$ cat config.mk
export PLATFORM = sky130hd
export DESIGN_NAME = trace_top
export DESIGN_NICKNAME = d
export VERILOG_FILES = /design/src/rtl/trace_pkg.sv /design/src/rtl/capture_pkg.sv /design/src/rtl/trace_shift_buffer.sv /design/src/rtl/pattern_matcher.sv /design/src/rtl/capture_ctrl.sv /design/src/rtl/event_fifo.sv /design/src/rtl/trigger_gen.sv /design/src/rtl/trace_top.sv
export VERILOG_INCLUDE_DIRS = /design/src /design/src/rtl
export SDC_FILE = /design/constraint.sdc
export NUM_CORES = 1
export LEC_CHECK = 0
export BUFFER_PORTS_ARGS = -buffer_cell sky130_fd_sc_hd__clkbuf_2
export CORE_AREA = 8 8 228 230
export DETAILED_ROUTE_END_ITERATION = 8
export DIE_AREA = 0 0 236 238
export PLACE_DENSITY = 0.65
export SYNTH_ARGS = -nofsm -noshare
export SYNTH_HDL_FRONTEND = slang
export SYNTH_SLANG_ARGS = --single-unit
$ cat constraint.sdc
create_clock -name fe_clk -period 4.5 [get_ports fe_clk]
set_clock_uncertainty 0.05 [all_clocks]
set_input_delay 1.35 -clock fe_clk [delete_from_list [all_inputs] [get_ports fe_clk]]
set_output_delay 1.35 -clock fe_clk [all_outputs]
set_load 0.01 [all_outputs]
$ cat src/rtl/trace_cfg.svh
// sizing for the trace front end; FIFO depth must be a power of two, rule count at most 4
`ifndef TRACE_CFG_SVH
`define TRACE_CFG_SVH

// match window length in bytes
`define TRACE_BUF_BYTES 8

// number of pattern/mask rules, rule index is 2 bits
`define TRACE_NUM_RULES 4

// per-rule match counter, saturating
`define TRACE_COUNT_W 8

// byte offset of an event since the trigger
`define TRACE_OFFSET_W 12

// event FIFO entries
`define TRACE_FIFO_DEPTH 16

`define TRACE_CAPLEN_W 8     // events per capture
`define TRACE_TRIG_DELAY_W 8 // cycles before the trigger pulse
`define TRACE_TRIG_WIDTH_W 8 // trigger pulse length in cycles

`endif

$ cat src/rtl/trace_pkg.sv
// types for the trace window and the rule bank; sizes come from trace_cfg.svh
`include "trace_cfg.svh"

package trace_pkg;

  // newest byte sits in the low 8 bits
  typedef logic [`TRACE_BUF_BYTES*8-1:0] trace_window_t;

  // one bit per rule, bit 0 is rule 0
  typedef logic [`TRACE_NUM_RULES-1:0] rule_vec_t;

  // one full window per rule, used for patterns and masks
  typedef trace_window_t [`TRACE_NUM_RULES-1:0] rule_word_array_t;

  // match counters, one per rule
  typedef logic [`TRACE_NUM_RULES-1:0][`TRACE_COUNT_W-1:0] count_array_t;

endpackage

$ cat src/rtl/capture_pkg.sv
// types for captured match events; a record is rule index above the byte offset
`include "trace_cfg.svh"

package capture_pkg;

  // index of the lowest matching rule
  typedef logic [$clog2(`TRACE_NUM_RULES)-1:0] rule_idx_t;

  // one FIFO entry, 14 bits with the default sizing
  typedef struct packed {
    rule_idx_t                  rule;
    logic [`TRACE_OFFSET_W-1:0] offset;  // bytes since the trigger byte
  } event_rec_t;

endpackage

$ cat src/rtl/trace_shift_buffer.sv
// one byte per trace_valid, no stall; window holds the last bytes with the newest in the low bits
`timescale 1ns/1ps

module trace_shift_buffer (
  input  logic                     fe_clk,
  input  logic                     reset,
  input  logic [7:0]               trace_byte,
  input  logic                     trace_valid,
  output trace_pkg::trace_window_t window,
  output logic                     window_update
);

  localparam int WIN_W = $bits(trace_pkg::trace_window_t);

  always_ff @(posedge fe_clk) begin
    if (reset) begin
      window        <= '0;
      window_update <= 1'b0;
    end else begin
      window_update <= trace_valid;  // window already holds the byte when this is seen
      if (trace_valid) begin
        window <= {window[WIN_W-9:0], trace_byte};  // oldest byte drops off the top
      end
    end
  end

  // an X byte would poison every rule compare downstream
  property p_byte_known;
    @(posedge fe_clk) disable iff (reset)
      trace_valid |-> !$isunknown(trace_byte);
  endproperty

  a_byte_known: assert property (p_byte_known)
    else $error("trace_byte unknown while trace_valid");

endmodule

$ cat src/rtl/pattern_matcher.sv
// all rules compared in parallel on each window update; counters saturate and clear on clear_counts
`timescale 1ns/1ps
`include "trace_cfg.svh"

module pattern_matcher (
  input  logic                        fe_clk,
  input  logic                        reset,
  input  trace_pkg::trace_window_t    window,
  input  logic                        window_update,
  input  trace_pkg::rule_word_array_t pattern,
  input  trace_pkg::rule_word_array_t mask,
  input  trace_pkg::rule_vec_t        rule_enable,
  input  logic                        clear_counts,
  output trace_pkg::rule_vec_t        match_vec,
  output logic                        match_pulse,
  output trace_pkg::count_array_t     match_count
);

  localparam int NUM_RULES = `TRACE_NUM_RULES;

  trace_pkg::rule_vec_t hit;

  // mask bit 1 means the window bit must equal the pattern bit
  always_comb begin
    for (int i = 0; i < NUM_RULES; i++) begin
      hit[i] = rule_enable[i] && (((window ^ pattern[i]) & mask[i]) == '0);
    end
  end

  always_ff @(posedge fe_clk) begin
    if (reset) begin
      match_vec   <= '0;
      match_pulse <= 1'b0;
    end else begin
      match_vec   <= window_update ? hit : '0;  // only meaningful with match_pulse
      match_pulse <= window_update && (hit != '0);
    end
  end

  // counters step on the same edge as match_vec
  always_ff @(posedge fe_clk) begin
    if (reset || clear_counts) begin
      match_count <= '0;
    end else begin
      for (int i = 0; i < NUM_RULES; i++) begin
        if (window_update && hit[i] && (match_count[i] != '1)) begin
          match_count[i] <= match_count[i] + `TRACE_COUNT_W'(1);
        end
      end
    end
  end

  // a match must come from the window update one cycle earlier
  property p_pulse_has_rule;
    @(posedge fe_clk) disable iff (reset)
      match_pulse |-> ($past(window_update) && (match_vec != '0));
  endproperty

  a_pulse_has_rule: assert property (p_pulse_has_rule)
    else $error("match_pulse without a window update or matching rule");

endmodule

$ cat src/rtl/capture_ctrl.sv
// push and trigger_match are combinational from match_pulse; capture_len of 0 acts like 1
`timescale 1ns/1ps
`include "trace_cfg.svh"

module capture_ctrl (
  input  logic                         fe_clk,
  input  logic                         reset,
  input  logic                         arm,
  input  trace_pkg::rule_vec_t         trig_enable,
  input  logic [`TRACE_CAPLEN_W-1:0]   capture_len,
  input  logic                         window_update,
  input  trace_pkg::rule_vec_t         match_vec,
  input  logic                         match_pulse,
  input  logic                         fifo_full,
  output logic                         push,
  output capture_pkg::event_rec_t      push_data,
  output logic                         trigger_match,
  output logic                         capturing,
  output logic                         overflow
);

  localparam int OFF_W = `TRACE_OFFSET_W;
  localparam int LEN_W = `TRACE_CAPLEN_W;

  typedef enum logic [1:0] {
    ST_IDLE,
    ST_ARMED,
    ST_CAPTURING
  } cap_state_t;

  cap_state_t             state;
  logic [OFF_W-1:0]       offset;
  logic [LEN_W-1:0]       ev_count;
  logic [LEN_W:0]         count_next;
  logic                   trig_hit;
  logic                   cap_hit;
  logic                   refused;
  capture_pkg::rule_idx_t low_rule;

  // lowest set bit wins, so scan downwards
  always_comb begin
    low_rule = '0;
    for (int i = `TRACE_NUM_RULES - 1; i >= 0; i--) begin
      if (match_vec[i]) begin
        low_rule = capture_pkg::rule_idx_t'(i);
      end
    end
  end

  assign trig_hit   = (state == ST_ARMED) && match_pulse && ((match_vec & trig_enable) != '0);
  assign cap_hit    = (state == ST_CAPTURING) && match_pulse;
  assign push       = (trig_hit || cap_hit) && !fifo_full;
  assign refused    = (trig_hit || cap_hit) && fifo_full;
  assign count_next = {1'b0, ev_count} + (LEN_W+1)'(1);

  assign trigger_match    = trig_hit;
  assign push_data.rule   = low_rule;
  assign push_data.offset = trig_hit ? '0 : offset;  // trigger byte is offset 0
  assign capturing        = (state == ST_CAPTURING);

  always_ff @(posedge fe_clk) begin
    if (reset) begin
      state    <= ST_IDLE;
      offset   <= '0;
      ev_count <= '0;
      overflow <= 1'b0;
    end else if (arm) begin
      state    <= ST_ARMED;  // re-arm also drops a running capture
      offset   <= '0;
      ev_count <= '0;
      overflow <= 1'b0;
    end else begin
      // a byte updating the window in the trigger cycle is already past the trigger
      if (trig_hit) begin
        offset <= window_update ? OFF_W'(1) : '0;
      end else if ((state == ST_CAPTURING) && window_update && (offset != '1)) begin
        offset <= offset + OFF_W'(1);
      end

      if (push) begin
        ev_count <= count_next[LEN_W-1:0];
        if (count_next >= {1'b0, capture_len}) begin
          state <= ST_IDLE;
        end else if (trig_hit) begin
          state <= ST_CAPTURING;
        end
      end else if (refused) begin
        overflow <= 1'b1;  // sticky until next arm
        state    <= ST_IDLE;
      end
    end
  end

  // the FIFO never sees a write it would have to drop
  property p_no_push_when_full;
    @(posedge fe_clk) disable iff (reset)
      push |-> !fifo_full;
  endproperty

  a_no_push_when_full: assert property (p_no_push_when_full)
    else $error("event push while FIFO full");

endmodule

$ cat src/rtl/event_fifo.sv
// show-ahead FIFO, head valid while fifo_empty is low; depth must be a power of two
`timescale 1ns/1ps
`include "trace_cfg.svh"

module event_fifo (
  input  logic                    fe_clk,
  input  logic                    reset,
  input  logic                    push,
  input  capture_pkg::event_rec_t push_data,
  input  logic                    pop,
  output capture_pkg::event_rec_t head,
  output logic                    fifo_full,
  output logic                    fifo_empty
);

  localparam int DEPTH = `TRACE_FIFO_DEPTH;
  localparam int PTR_W = $clog2(DEPTH);

  capture_pkg::event_rec_t mem [DEPTH];
  logic [PTR_W-1:0]        wr_ptr;
  logic [PTR_W-1:0]        rd_ptr;
  logic [PTR_W:0]          count;  // one extra bit so full and empty differ
  logic                    do_push;
  logic                    do_pop;

  assign do_push    = push && !fifo_full;
  assign do_pop     = pop && !fifo_empty;
  assign fifo_full  = (count == (PTR_W+1)'(DEPTH));
  assign fifo_empty = (count == '0);
  assign head       = mem[rd_ptr];

  always_ff @(posedge fe_clk) begin
    if (do_push) begin
      mem[wr_ptr] <= push_data;
    end
  end

  always_ff @(posedge fe_clk) begin
    if (reset) begin
      wr_ptr <= '0;
      rd_ptr <= '0;
      count  <= '0;
    end else begin
      if (do_push) begin
        wr_ptr <= wr_ptr + PTR_W'(1);  // wraps at depth
      end
      if (do_pop) begin
        rd_ptr <= rd_ptr + PTR_W'(1);
      end
      case ({do_push, do_pop})
        2'b10:   count <= count + (PTR_W+1)'(1);
        2'b01:   count <= count - (PTR_W+1)'(1);
        default: count <= count;  // both or neither
      endcase
    end
  end

  // reader outside must watch fifo_empty before popping
  property p_no_pop_when_empty;
    @(posedge fe_clk) disable iff (reset)
      pop |-> !fifo_empty;
  endproperty

  a_no_pop_when_empty: assert property (p_no_pop_when_empty)
    else $error("event FIFO pop while empty");

endmodule

$ cat src/rtl/trigger_gen.sv
// single pulse per trigger, delay and width sampled when they are needed; retrigger while busy is lost
`timescale 1ns/1ps
`include "trace_cfg.svh"

module trigger_gen (
  input  logic                           fe_clk,
  input  logic                           reset,
  input  logic                           trigger_match,
  input  logic [`TRACE_TRIG_DELAY_W-1:0] trig_delay,
  input  logic [`TRACE_TRIG_WIDTH_W-1:0] trig_width,
  output logic                           trig_out
);

  localparam int DLY_W = `TRACE_TRIG_DELAY_W;
  localparam int WID_W = `TRACE_TRIG_WIDTH_W;
  localparam int CNT_W = (DLY_W > WID_W) ? DLY_W : WID_W;

  typedef enum logic [1:0] {
    TG_IDLE,
    TG_DELAY,
    TG_PULSE
  } trig_state_t;

  trig_state_t      state;
  logic [CNT_W-1:0] cnt;  // shared by the delay and width phases

  assign trig_out = (state == TG_PULSE);

  always_ff @(posedge fe_clk) begin
    if (reset) begin
      state <= TG_IDLE;
      cnt   <= '0;
    end else begin
      case (state)
        TG_IDLE: begin
          if (trigger_match && (trig_width != '0)) begin
            if (trig_delay == '0) begin
              state <= TG_PULSE;  // high on the next cycle
              cnt   <= CNT_W'(trig_width) - CNT_W'(1);
            end else begin
              state <= TG_DELAY;
              cnt   <= CNT_W'(trig_delay) - CNT_W'(1);
            end
          end
        end
        TG_DELAY: begin
          if (cnt == '0) begin
            state <= (trig_width == '0) ? TG_IDLE : TG_PULSE;  // width changed mid delay
            cnt   <= CNT_W'(trig_width) - CNT_W'(1);
          end else begin
            cnt <= cnt - CNT_W'(1);
          end
        end
        TG_PULSE: begin
          if (cnt == '0) begin
            state <= TG_IDLE;
          end else begin
            cnt <= cnt - CNT_W'(1);
          end
        end
        default: state <= TG_IDLE;
      endcase
    end
  end

endmodule

$ cat src/rtl/trace_top.sv
// trace front end on fe_clk only; arm also clears the match counters, pop only while not empty
`timescale 1ns/1ps
`include "trace_cfg.svh"

module trace_top (
  input  logic                           fe_clk,
  input  logic                           reset,
  input  logic [7:0]                     trace_byte,
  input  logic                           trace_valid,
  input  trace_pkg::rule_word_array_t    pattern,
  input  trace_pkg::rule_word_array_t    mask,
  input  trace_pkg::rule_vec_t           rule_enable,
  input  trace_pkg::rule_vec_t           trig_enable,
  input  logic                           arm,
  input  logic [`TRACE_CAPLEN_W-1:0]     capture_len,
  input  logic [`TRACE_TRIG_DELAY_W-1:0] trig_delay,
  input  logic [`TRACE_TRIG_WIDTH_W-1:0] trig_width,
  input  logic                           fifo_pop,
  output capture_pkg::rule_idx_t         fifo_rule,
  output logic [`TRACE_OFFSET_W-1:0]     fifo_offset,
  output logic                           fifo_empty,
  output logic                           overflow,
  output logic                           capturing,
  output logic                           trig_out,
  output trace_pkg::count_array_t        match_count
);

  trace_pkg::trace_window_t window;
  logic                     window_update;
  trace_pkg::rule_vec_t     match_vec;
  logic                     match_pulse;
  logic                     push;
  capture_pkg::event_rec_t  push_data;
  capture_pkg::event_rec_t  fifo_head;
  logic                     fifo_full;
  logic                     trigger_match;

  assign fifo_rule   = fifo_head.rule;
  assign fifo_offset = fifo_head.offset;

  trace_shift_buffer u_shift (
    .fe_clk        (fe_clk),
    .reset         (reset),
    .trace_byte    (trace_byte),
    .trace_valid   (trace_valid),
    .window        (window),
    .window_update (window_update)
  );

  pattern_matcher u_match (
    .fe_clk        (fe_clk),
    .reset         (reset),
    .window        (window),
    .window_update (window_update),
    .pattern       (pattern),
    .mask          (mask),
    .rule_enable   (rule_enable),
    .clear_counts  (arm),          // counters restart with each capture
    .match_vec     (match_vec),
    .match_pulse   (match_pulse),
    .match_count   (match_count)
  );

  capture_ctrl u_capture (
    .fe_clk        (fe_clk),
    .reset         (reset),
    .arm           (arm),
    .trig_enable   (trig_enable),
    .capture_len   (capture_len),
    .window_update (window_update),
    .match_vec     (match_vec),
    .match_pulse   (match_pulse),
    .fifo_full     (fifo_full),
    .push          (push),
    .push_data     (push_data),
    .trigger_match (trigger_match),
    .capturing     (capturing),
    .overflow      (overflow)
  );

  event_fifo u_fifo (
    .fe_clk     (fe_clk),
    .reset      (reset),
    .push       (push),
    .push_data  (push_data),
    .pop        (fifo_pop),
    .head       (fifo_head),
    .fifo_full  (fifo_full),
    .fifo_empty (fifo_empty)
  );

  trigger_gen u_trig (
    .fe_clk        (fe_clk),
    .reset         (reset),
    .trigger_match (trigger_match),
    .trig_delay    (trig_delay),
    .trig_width    (trig_width),
    .trig_out      (trig_out)
  );

endmodule

==> impl_metrics.env <==
export IMPL_final_layout_size_suffix_gt1_frac=0.361
export IMPL_synth_edff_count=224
export IMPL_yosysWarnings=0
export IMPL_synth_top_family_by_area="XOR/XNOR gates"
export IMPL_async_flop_share=0
export IMPL_die_area_mm2=0.0562
export IMPL_grt_antenna_before_repair=15
export IMPL_cp_required_ns=3.10
export IMPL_synth_ff_type="edfxtp_1"
export IMPL_slowest_stage="dfxtp_4"
export IMPL_die_width_um=236
export IMPL_clkSinkCount=376
export IMPL_cts_tree="yes"
export IMPL_crit_fanout=23
export IMPL_setup_violations=0
export IMPL_period_minus_slack_ns=4.07
export IMPL_synth_compound_area_frac=0.0851
export IMPL_r2r_setup_slack_ns=0.96
export IMPL_fin_tns_setup_ns=0
export IMPL_post_drt_wl_per_cell_um=35.4
export IMPL_arrival_ns=2.67
export IMPL_slew_headroom=0.349
export IMPL_grt_pass1_wl_mm=136
export IMPL_postCtsResizedCells=0
export IMPL_grt_start_max_net_pins=56
export IMPL_numPlacedInstances=2796
export IMPL_crit_top_cell="mux4_2"
export IMPL_dr_total_vias=16600
export IMPL_fin_crit_sh=0.905
export IMPL_cts_hold_buf=0
export IMPL_core_mm2=0.0483
export IMPL_synth_cell_types=62
export IMPL_synth_seq_area_share=0.500
export IMPL_crit_chain="buf_4 > mux4_2 > mux4_2 > clkbuf_2"
export IMPL_drc=0
export IMPL_synth_xor_area_frac=0.136
export IMPL_finalHoldViolations=0
export IMPL_areaGrowthSynthToFinish_pct=26.4
export IMPL_numPortBuffers=606
export IMPL_holdPathStages=2
export IMPL_synth_top_area_cell="edfxtp_1"
export IMPL_routed_wirelength_mm=102
export IMPL_insertion_delay_ns=0.55
export IMPL_dpl_hpwl_mm=85.2
export IMPL_status="complete, no violations"
export IMPL_endpoint_kind="output port"
export IMPL_r2r_start="u_match.match_vec[1]"
export IMPL_netlist_instances=1640
export IMPL_std_cell_rows=81
export IMPL_yosys_top_cells_area="edfxtp_1 34%, dfxtp_1 16%, xor2_1 13%"
export IMPL_clockRootBuffer="clkbuf_16"
export IMPL_syn_area_mm2=0.0195
export IMPL_rr_endpoint="u_fifo.count[4]"
export IMPL_fin_nets=2805
export IMPL_cts_setup_buffers=0
export IMPL_ys_ff_latch=376
export IMPL_ir_drop_v=0.000216
export IMPL_critPathMaxStageDelay_ns=0.67
export IMPL_grt_overflow=0
export IMPL_max_freq_mhz=246
export IMPL_start_kind="flip-flop"
export IMPL_hp_class="reg -> reg"
export IMPL_final_antenna_net_count=0
export IMPL_fin_total_pwr_mw=8.00
export IMPL_synthMuxAreaShare=0.122
export IMPL_grt_pass1_vias=16700
export IMPL_critPathKind="reg -> out"
export IMPL_avgSynthCellArea_um2=11.9
export IMPL_powerDensity_mw_per_mm2=324
export IMPL_htree_levels=2
export IMPL_hold_end="u_trig.cnt[6]"
export IMPL_power_leakage_nw=10.5
export IMPL_grt_util_all_layers=0.350
export IMPL_avgViaCountPerCell=5.76
export IMPL_initial_core_util=0.404
export IMPL_cts_buffers=40
export IMPL_synthAdderAreaFrac=0.0209
export IMPL_clock_path_buffers=3
export IMPL_hold_start="u_trig.cnt[6]"
export IMPL_clk_pin_slew_ns=0.06
export IMPL_rsz0062_at_grt="false"
export IMPL_synth_top_area_share=0.345
export IMPL_dr_first_iter_drc_count=1974
export IMPL_maxCapViolations=0
export IMPL_place_congestion=1.09
export IMPL_tightest_slew_ns=0.976
export IMPL_yosys_area_share_simple=0.101
export IMPL_first_pass_iters=5
export IMPL_die_height_um=238
export IMPL_slew_viol_final=0
export IMPL_rr_worst_depth=12
export IMPL_synth_nets=2229
export IMPL_num_io_pins=607
export IMPL_instances_no_fill=2877
## cells by family after synthesis
group / after synthesis
AOI/OAI and AO/OA: 237
xor gates and xnor gates: 303
adders and majority gates: 32
buffers and inverters: 152
DFF: 376
muxes: 151
and+or+nand+nor: 389
## state kept, by name (all words and copies together) (netlist names), 2 cells and up, named ones only
register	cells
u_capture.offset	12
u_capture.ev_count	8
u_fifo.wr_ptr	4
u_match.match_count	32
u_capture.state	2
u_shift.window	64
u_fifo.count	5
u_match.match_vec	4
u_fifo.rd_ptr	4
u_fifo.mem	224
u_trig.state	2
u_trig.cnt	8
## metrics by stage
| stage | hold WS, ns | instance area [µm²] | utilization | worst slack, ns |
|---|---|---|---|---|
| after global routing | 0.455 | 24700 | 0.510 | 0.272 |
| after global placement | 0.407 | 23200 | 0.480 | 0.0668 |
| after floorplan | 0.395 | 19500 | - | 0.336 |
| after CTS | 0.425 | 24700 | 0.510 | 0.347 |
| after detailed placement | 0.414 | 23200 | 0.480 | 0.0801 |
| final | 0.424 | 24700 | 0.511 | 0.429 |
## worst max-delay path by stage
| stage | end | slack [ns] | cells after the start |
|---|---|---|---|
| after global routing | fifo_offset[8] | 0.27 | 4 |
| after detailed placement | u_fifo.count[4] | 0.08 | 13 |
| final | fifo_offset[8] | 0.43 | 4 |
| after floorplan | u_fifo.count[4] | 0.34 | 13 |
| after CTS | fifo_offset[7] | 0.35 | 4 |
| after global placement | u_fifo.count[4] | 0.07 | 13 |
## cell usage after synthesis (3+ instances only)
| cell | instances |
|---|---|
| xor2_1 | 283 |
| edfxtp_1 | 224 |
| dfxtp_1 | 152 |
| nor2_1 | 151 |
| a22oi_1 | 106 |
| mux2i_1 | 80 |
| clkbuf_1 | 70 |
| mux4_2 | 70 |
| nand2_1 | 50 |
| nand4_1 | 39 |
| a21oi_1 | 38 |
| buf_2 | 33 |
| nand3_1 | 33 |
| inv_1 | 32 |
| ha_1 | 31 |
| o21ai_0 | 26 |
| nor3_1 | 22 |
| xnor2_1 | 20 |
| or3_1 | 19 |
| a211oi_1 | 14 |
| and3_1 | 12 |
| and2_1 | 10 |
| buf_1 | 9 |
| nor4_1 | 9 |
| a221oi_1 | 8 |
| a22o_1 | 8 |
| nor2b_1 | 8 |
| buf_6 | 7 |
| o31ai_1 | 7 |
| or4_1 | 7 |
| nand2b_1 | 6 |
| a21o_1 | 5 |
| a222oi_1 | 4 |
| o22ai_1 | 4 |
| nor3b_1 | 3 |
| nor4_2 | 3 |
| nor4b_1 | 3 |
| o21a_1 | 3 |
| o21bai_1 | 3 |
| or3b_2 | 3 |
## layer usage
layer	track usage	routed length, µm	part of all wire	vias up
li1	-	-	-	7218
met1	0.473	43500	0.43	8321
met2	0.525	43900	0.43	893
met3	0.108	10000	0.098	136
met4	0.134	4430	0.043	12
met5	0	84	0.00082	-
## where the power goes
group          switching [mW]  internal [mW]  total, mW
sequential             0.0416           3.61       3.66
combinational           0.462          0.324      0.786
clock                    1.41           2.15       3.56
total                    1.91           6.09       8.00
## layout make-up
cell class,count,area [µm²]
clock buffer,52,1170
timing repair buffer,654,3450
fill,4263,23700
antenna,7,17.5
tap,622,778
sequential,376,9770
inverter,32,120
multi-input combinational,1112,9080
clock inverter,22,289
## critical path, delay by kind of cell (launching register included)
family	cells	cell delay (ns)
mux	2	1.01
flops	1	0.67
buf+inv	2	0.44
## cell usage in the layout (no fill, tap or decap), types with 4 or more instances in the layout
cell type,instances
clkbuf_8,6
o21ai_0,26
xnor2_1,20
nand2_1,50
mux2i_1,80
nor2b_1,8
dfxtp_1,150
edfxtp_1,224
and2_1,10
a21o_1,5
and3_1,12
a221oi_1,8
a211oi_1,14
nor4_1,9
diode_2,7
o31ai_1,7
nand3_1,33
ha_1,31
a21oi_1,38
nor3_1,22
buf_4,46
or3_1,19
nand2b_1,6
nand4_1,39
clkbuf_16,43
mux4_2,70
a22oi_1,106
clkinvlp_4,4
a22o_1,8
xor2_1,283
inv_1,32
nor2_1,151
a222oi_1,4
clkbuf_2,604
or4_1,7
clkinv_2,7
bufinv_16,5
o22ai_1,4
buf_12,4
Power figures use the tool's default switching activity.
